`src/hw/sram_geom_pkg.sv`:
```
package sram_geom_pkg;

   // ------------------------------------------------------------
   // block-RAM slice geometry
   // ------------------------------------------------------------

   // one slice is a 256 x 36 simple-dual-port block RAM
   localparam int SLICE_W = 36;            // data bits per slice word
   localparam int ADDR_W  = 8;             // slice address bits
   localparam int DEPTH   = 1 << ADDR_W;   // 256 entries per slice

   // the payload that one slice stores per address
   // (32 data bits plus 4 parity bits on the primitive)
   typedef logic [SLICE_W-1:0] slice_word_t;

endpackage

```
`src/hw/stream_credit_pkg.sv`:
```
package stream_credit_pkg;

   // ------------------------------------------------------------
   // credit counters of the two flow-control links
   // ------------------------------------------------------------

   // 9 bits so a full count of 256 fits
   localparam int CREDIT_W = 9;

   // upstream owns one credit per free word slot after reset
   localparam logic [CREDIT_W-1:0] UPSTREAM_CREDITS =
      CREDIT_W'(sram_geom_pkg::DEPTH);

   // downstream grants everything by pulses, nothing held at reset
   localparam logic [CREDIT_W-1:0] DOWNSTREAM_CREDITS = '0;

endpackage

```
`src/hw/sram_bank_if.sv`:
```
interface sram_bank_if #(
   parameter int SLICES = 4                           // slices side by side
);

   // write port, shared by every slice
   logic                         we;                  // write enable
   logic [sram_geom_pkg::ADDR_W-1:0] waddr;           // shared write address
   sram_geom_pkg::slice_word_t   wdata [SLICES];      // one word per slice

   // read port, shared address, one output per slice
   logic                         ce;                  // read enable
   logic [sram_geom_pkg::ADDR_W-1:0] raddr;           // shared read address
   sram_geom_pkg::slice_word_t   rdata [SLICES];      // element i from slice i

   modport writer (
      output we,
      output waddr,
      output wdata
   );

   modport reader (
      output ce,
      output raddr,
      input  rdata
   );

   modport slice (
      input  we,
      input  waddr,
      input  wdata,
      input  ce,
      input  raddr,
      output rdata
   );

endinterface

```
`src/hw/bank_read_ctrl.sv`:
```
module bank_read_ctrl #(
   parameter int SLICES = 4                           // slices per word
) (
   input  logic                                  WCLK,
   input  logic                                  rst_n,
   input  logic                                  word_written, // from write side
   input  logic                                  out_credit,   // downstream grant
   sram_bank_if.reader                           bank,
   output logic                                  out_valid,
   output logic [SLICES*sram_geom_pkg::SLICE_W-1:0] out_data,
   output logic                                  in_credit     // slot freed upstream
);

   localparam int SW = sram_geom_pkg::SLICE_W;        // lane width shorthand
   localparam int CW = stream_credit_pkg::CREDIT_W;   // counter width

   // ------------------------------------------------------------
   // counters and read pointer
   // ------------------------------------------------------------

   logic [CW-1:0]                    fill_cnt;        // words stored in RAM
   logic [CW-1:0]                    dn_credits;      // downstream slots held
   logic [sram_geom_pkg::ADDR_W-1:0] rptr;            // next slot to read
   logic                             issue;           // read this cycle
   logic                             rd_pend;         // data lands next cycle

   // need something to read and somewhere to send it
   assign issue = (fill_cnt != '0) && (dn_credits != '0);

   always_ff @(posedge WCLK) begin
      if (!rst_n) begin
         fill_cnt   <= '0;
         dn_credits <= stream_credit_pkg::DOWNSTREAM_CREDITS;
         rptr       <= '0;
         rd_pend    <= 1'b0;
      end else begin
         // both may move in one cycle, net effect applied
         fill_cnt   <= fill_cnt + CW'(word_written) - CW'(issue);
         dn_credits <= dn_credits + CW'(out_credit) - CW'(issue);
         if (issue) begin
            rptr <= rptr + 1'b1;                      // wraps 255 -> 0
         end
         rd_pend    <= issue;                         // one-bit valid pipe
      end
   end

   // ------------------------------------------------------------
   // bank read port
   // ------------------------------------------------------------

   assign bank.ce    = issue;
   assign bank.raddr = rptr;

   // ------------------------------------------------------------
   // output side
   // ------------------------------------------------------------

   // join lanes in write order, slice 0 in the low bits
   always_comb begin
      for (int i = 0; i < SLICES; i++) begin
         out_data[i*SW +: SW] = bank.rdata[i];
      end
   end

   assign out_valid = rd_pend;                        // slice regs loaded last edge
   assign in_credit = rd_pend;                        // word has left the RAM

   // ------------------------------------------------------------
   // checks
   // ------------------------------------------------------------

   // upstream must never send past its credit budget
   a_fill_bound : assert property (
      @(posedge WCLK) disable iff (!rst_n)
      fill_cnt <= stream_credit_pkg::UPSTREAM_CREDITS
   ) else $error("fill count %0d above upstream credits", fill_cnt);

   // each output word took one credit off the count, never below zero
   a_valid_spent : assert property (
      @(posedge WCLK) disable iff (!rst_n)
      out_valid |->
         int'(dn_credits) == int'($past(dn_credits)) + int'($past(out_credit)) - 1
   ) else $error("out_valid without a downstream credit");

endmodule

```
`src/flat_wrapper.sv`:
```
// flat-port wrapper written by rule: the top's interface ports become plain ports
module bank_read_ctrl_flat 
#(
   parameter int SLICES = 4                                             
)
  (WCLK, rst_n, word_written, out_credit, out_valid, out_data, in_credit, bank_ce, bank_raddr, bank_rdata);
  sram_bank_if #(.SLICES(SLICES)) bank_i ();
  input  logic WCLK;
  input  logic rst_n;
  input  logic word_written;
  input  logic out_credit;
  output logic out_valid;
  output logic [SLICES*sram_geom_pkg::SLICE_W-1:0] out_data;
  output logic in_credit;
  output wire logic [$bits(bank_i.ce)-1:0] bank_ce;
  output wire logic [$bits(bank_i.raddr)-1:0] bank_raddr;
  input wire logic [$bits(bank_i.rdata)-1:0] bank_rdata;
  assign bank_ce = bank_i.ce;
  assign bank_raddr = bank_i.raddr;
  assign bank_i.rdata = {>>{bank_rdata}};
  bank_read_ctrl #(.SLICES(SLICES)) u_core (.WCLK(WCLK), .rst_n(rst_n), .word_written(word_written), .out_credit(out_credit), .bank(bank_i), .out_valid(out_valid), .out_data(out_data), .in_credit(in_credit));
endmodule
```
`config.mk`:
```
export PLATFORM = sky130hd
export DESIGN_NAME = bank_read_ctrl_flat
export DESIGN_NICKNAME = d
export VERILOG_FILES = /design/src/hw/sram_geom_pkg.sv /design/src/hw/stream_credit_pkg.sv /design/src/hw/sram_bank_if.sv /design/src/hw/bank_read_ctrl.sv /design/src/flat_wrapper.sv
export SDC_FILE = /design/constraint.sdc
export NUM_CORES = 1
export LEC_CHECK = 0
export ABC_CLOCK_PERIOD_IN_PS = 4800
export CAP_MARGIN = 10
export CELL_PAD_IN_SITES_DETAIL_PLACEMENT = 0
export CELL_PAD_IN_SITES_GLOBAL_PLACEMENT = 1
export CORE_AREA = 3 3 117 119
export CTS_CLUSTER_SIZE = 14
export DETAILED_ROUTE_END_ITERATION = 10
export DIE_AREA = 0 0 120 122
export DONT_BUFFER_PORTS = 1
export PLACE_DENSITY = 0.55
export SETUP_SLACK_MARGIN = 0.5
export SKIP_CTS_REPAIR_TIMING = 1
export SLEW_MARGIN = 20
export SYNTH_ARGS = -nofsm -noshare
export SYNTH_HDL_FRONTEND = slang
export SYNTH_SLANG_ARGS = --single-unit
```
`constraint.sdc`:
```
create_clock -name WCLK -period 4.8 [get_ports WCLK]
set_clock_uncertainty 0.1 [all_clocks]
set_input_delay 0.24 -clock WCLK [delete_from_list [all_inputs] [get_ports WCLK]]
set_output_delay 0.24 -clock WCLK [all_outputs]
set_load 0.03 [all_outputs]
```
## Yosys cells after proc, flatten, opt, wreduce, memory -nomap -nowiden

Cells that the tools add are included.

| word-level totals | value |
|---|---|
| register bits | 27 |
| bits of input ports | 148 |
| output and inout port bits | 155 |
| word-level logic and storage cells | 12 |

| operators by class | value |
|---|---|
| add/sub/neg operators | 5 |
| reductions and logical operators | 3 |

Operator list:

| cell | number |
|---|---|
| adder 9 x 1 -> 9 bit | 2 |
| nonzero test 9 bit | 2 |
| subtractor 9 x 1 -> 9 bit | 2 |
| adder 8 x 1 -> 8 bit (second input constant) | 1 |
| logical AND 1 bit | 1 |

## Depth between registers and ports, before layout

| depth | value |
|---|---|
| depth in word-level cells | 3 |
| mapped depth | 16 |
| mapped depth without buffers | 14 |

## Worst setup path before layout

Ideal clock, no wire load.

| path | value |
|---|---|
| path kind | register -> register |
| start point | register u_core.fill_cnt[4] |
| end point | register u_core.dn_credits[6] |
| setup time | 127 ps |
| arrival | 3344 ps |
| required time | 4573 ps |
| slack | 1229 ps |
| cell stages (with the launch flop) | 17 |
| buffers on the path | 2 |
| period minus slack after synthesis | 3571 ps |
| cell sequence | dfxtp_1 -> inv_1 -> ha_1 -> nor4bb_1 -> and3_1 -> clkbuf_1 -> buf_4 -> nor2_1 -> ha_1 -> inv_1 -> ha_1 -> inv_1 -> fa_1 -> nor2b_1 -> o311a_1 -> nor3_1 -> or3b_1 |

| on the way | value |
|---|---|
| longest elaborated chain between the ends | 3 |

RTL lines:

| what | line | source |
|---|---|---|
| from (decl) | bank_read_ctrl.sv:21 | `logic [CW-1:0] fill_cnt;` |
| from (signal assigned) | bank_read_ctrl.sv:38 | `fill_cnt <= fill_cnt + CW'(word_written) - CW'(issue);` |
| nonzero test 9 bit | bank_read_ctrl.sv:28 | `assign issue = (fill_cnt != '0) && (dn_credits != '0);` |
| logical AND 1 bit | bank_read_ctrl.sv:28 |  |
| net bank_ce | flat_wrapper.sv:15 | `output wire logic [$bits(bank_i.ce)-1:0] bank_ce;` |
| subtractor 9 x 1 -> 9 bit | bank_read_ctrl.sv:39 | `dn_credits <= dn_credits + CW'(out_credit) - CW'(issue);` |
| to (signal assigned) | bank_read_ctrl.sv:33 | `dn_credits <= stream_credit_pkg::DOWNSTREAM_CREDITS;` |
| to (signal assigned) | bank_read_ctrl.sv:39 |  |
| to (decl) | bank_read_ctrl.sv:22 | `logic [CW-1:0] dn_credits;` |

The timed path passes the listed nets, and every way through them passes these cells.
A chain may end at the register's enable or synchronous reset.

## Final worst setup path

| path | value |
|---|---|
| start point | register u_core.fill_cnt[5] |
| end point | register u_core.dn_credits[6] |

The elaborated chain is that of the path after synthesis.

==> results.py <==
metrics = {
    "outcome": {
        "status": "complete, but fails checks",
        "violations": "hold timing",
    },
    "setup_path": {
        "path_cells": "inv_1 -> ha_1 -> nor4bb_1 -> and3_1 -> nor2_1 -> ha_1 -> inv_1 -> ha_1 -> inv_1 -> fa_1 -> nor2b_1 -> o311a_1 -> nor3_1 -> or3b_1",
        "arrival_ns": 3.89,
        "cp_num_buf_inv": 3,
        "path_max_fanout": 16,
        "critical_path_required_ns": 4.85,
        "cp_top_family": "simple AND/OR/NAND/NOR gates",
        "r2r-start": "u_core.fill_cnt[5]",
        "reg2reg_depth": 14,
        "worst-setup-path-type": "register to register",
        "cp-end-kind": "register",
        "rrSetupSlack_ns": 0.96,
        "crit_path_start_kind": "register",
        "slowest_delay_ns": 0.54,
        "slowest_stage": "and3_1",
        "worst_r2r_endpoint": "u_core.dn_credits[6]",
    },
    "timing": {
        "final.min_clock_period_ns": 3.838,
        "holdWs_ns": -0.001455,
        "max_freq_mhz": 260.6,
        "fin_crit_sh_pct": 79.95,
        "maxSlewViolCount": 0,
        "timing.final.hold_violations": 1,
        "slew_headroom_pct": 50.63,
        "finalSetupTns_ns": 0,
        "worstMarginPinSlew_ns": 0.7379,
        "finalSetupViolations": 0,
        "rsz0062_at_grt": "false",
    },
    "grt": {
        "grt_pass1_wl_mm": 8.024,
        "grt_pass1_vias": 1593,
        "grt_usage_pct": 6.654,
        "grt_max_degree": 24,
        "grt_overflow_total": 0,
        "antenna_found_initial": 0,
    },
    "drt": {
        "final_antenna_net_count": 0,
        "dr.pass1.iters": 4,
        "finalWirelength_mm": 4.882,
        "vias": 1611,
        "drc": 0,
        "wire_per_inst_um": 12.58,
        "vias_per_cell": 4.152,
        "drtIter0Drc": 75,
    },
    "synthesis": {
        "yosys-top-cells-count": "buf_4, dfxtp_1, inv_1",
        "synthFlopType": "dfxtp_1",
        "yosys-top-cells-area": "buf_4, dfxtp_1, ha_1, inv_1, nor2_1",
        "yosysTopAreaCellShare_pct": 37.00,
        "netlist_area_mm2": 0.002983,
        "yosys.cell_count.top_type": "buf_4",
        "ys_seq_area_share_pct": 18.12,
        "synth-edff-count": 0,
        "synth-seq-cells": 27,
        "syn_avg_cell_area_um2": 8.195,
        "yosysWarnings": 0,
        "synth_cell_types": 52,
        "synthCells": 364,
        "yosys.area.top_type": "buf_4",
        "synth_fp_nets": 539,
        "async_reset_ff_share_pct": 0,
    },
    "place": {
        "place.gp.congestion": 0.7488,
        "dp_cells": 383,
        "port_buffers": 0,
        "dp_hpwl_mm": 3.674,
    },
    "pwr": {
        "peakVddDrop_mv": 0.2056,
        "p_leak_nw": 0.8666,
        "p_per_area_mw_per_mm2": 755.6,
    },
    "cells_and_area": {
        "multi_input_area_mm2": 0.001204,
        "fin_cells": 388,
        "num_antenna_cells": 0,
        "seq_area_um2": 540.5,
        "final_core_util_pct": 17.02,
        "fin_nets": 392,
        "drive_gt1_share_pct": 4.630,
        "synthToLayoutAreaGrowth_pct": -27.68,
        "fillCellCount": 1434,
    },
    "min_path": {
        "min_to": "u_core.dn_credits[0]",
        "worstHoldPathCells": 1,
        "hp-start": "rst_n",
        "min_path_type": "input pin to register",
    },
    "cts": {
        "cts_tree": "built",
        "cts_buffers": 3,
        "cts_sinks": 27,
        "clk_pin_slew_ns": 0.07,
        "cts_max_path_buffers": 2,
        "cts-root-buf": "clkbuf_16",
        "clk_latency_ns": 0.27,
        "ctsHtreeMaxLevel": 1,
    },
    "die": {
        "row_count": 41,
        "core_mm2": 0.01267,
        "die_y_um": 122,
        "die_area_mm2": 0.01464,
        "start_util_pct": 23.54,
        "dieWidth_um": 120,
        "ioPinCount": 303,
    },
    "run": {
        "max_cap_viol_count": 0,
    },
}
-- sequential cells by signal, summed over array words and instances (netlist names) --
| name | count |
|---|---|
| u_core.fill_cnt | 9 |
| u_core.dn_credits | 9 |
| u_core.bank.raddr | 8 |
| u_core.in_credit | 1 |
-- layout make-up --
type / instances / share of cell area [%]
Clock inverter: 1 / 0.3480
Inverter: 28 / 4.872
Multi-Input combinational cell: 156 / 55.80
Tap cell: 172 / 9.977
Timing Repair Buffer: 1 / 0.4640
Clock buffer: 3 / 3.480
Sequential cell: 27 / 25.06
-- report_power, final --
part / switching (mW) / internal [mW] / leakage (nW)
registers: 0.0950 / 0.310 / 0.224
logic: 0.548 / 0.473 / 0.606
clock network: 0.0894 / 0.114 / 0.0371
total: 0.733 / 0.897 / 0.867
-- logic make-up after synthesis --
family | count (synthesis) | share of synthesized area (%)
buffers and inverters | 181 | 41.53
AND/OR/NAND/NOR | 73 | 14.56
AO/OA/AOI/OAI | 45 | 10.53
adder cells (fa/ha/maj) | 27 | 11.83
flip-flops | 27 | 18.12
XOR/XNOR | 6 | 1.762
multiplexers | 5 | 1.678
-- placed cells by master, fill, tap and decap left out, types with 3 or more instances in the layout --
| cell | count |
|---|---|
| xnor2_1 | 4 |
| and3_1 | 3 |
| nand2_1 | 8 |
| clkbuf_16 | 3 |
| a211oi_1 | 5 |
| o21ai_0 | 3 |
| o31ai_1 | 6 |
| or4_1 | 5 |
| nand3_1 | 5 |
| nor2_1 | 16 |
| nand2b_1 | 8 |
| nor4_1 | 3 |
| dfxtp_1 | 27 |
| a21oi_1 | 11 |
| inv_1 | 27 |
| a21o_1 | 3 |
| nor2b_1 | 4 |
| mux2i_1 | 5 |
| ha_1 | 25 |
| nor3_1 | 3 |
-- per-stage QoR --
stage               power (mW)  instance area [µm²]  hold WS (ns)  setup slack, ns
global route             1.811                 2157      0.004364           0.7324
floorplan                1.479                 2983        0.3504            1.229
global placement         1.441                 2064        0.2740            1.062
finish                   1.630                 2157     -0.001455           0.9622
CTS                      1.645                 2147     -0.007891           0.9522
detailed placement       1.428                 2064        0.2750           0.9753
-- routing by layer --
layer | up-vias | share of wire [%] | GRT usage (%)
li1 | 776 | - | -
met3 | 30 | 9.7 | 3.807
met1 | 731 | 44 | 7.664
met2 | 74 | 42 | 9.905
met4 | 0 | 4.0 | 3.221
met5 | - | 0 | 0
-- how the worst max path moves through the flow --
stage / startpoint / endpoint / slack [ns] / cells past startpoint
after floorplan: u_core.fill_cnt[4] / u_core.dn_credits[6] / 1.23 / 16
after global placement: u_core.fill_cnt[7] / u_core.dn_credits[6] / 1.06 / 14
after detailed placement: u_core.fill_cnt[7] / u_core.dn_credits[6] / 0.98 / 14
after CTS: u_core.fill_cnt[7] / u_core.dn_credits[6] / 0.95 / 14
after global routing: u_core.fill_cnt[4] / u_core.dn_credits[6] / 0.73 / 14
final: u_core.fill_cnt[5] / u_core.dn_credits[6] / 0.96 / 14
Power figures use the tool's default switching activity.
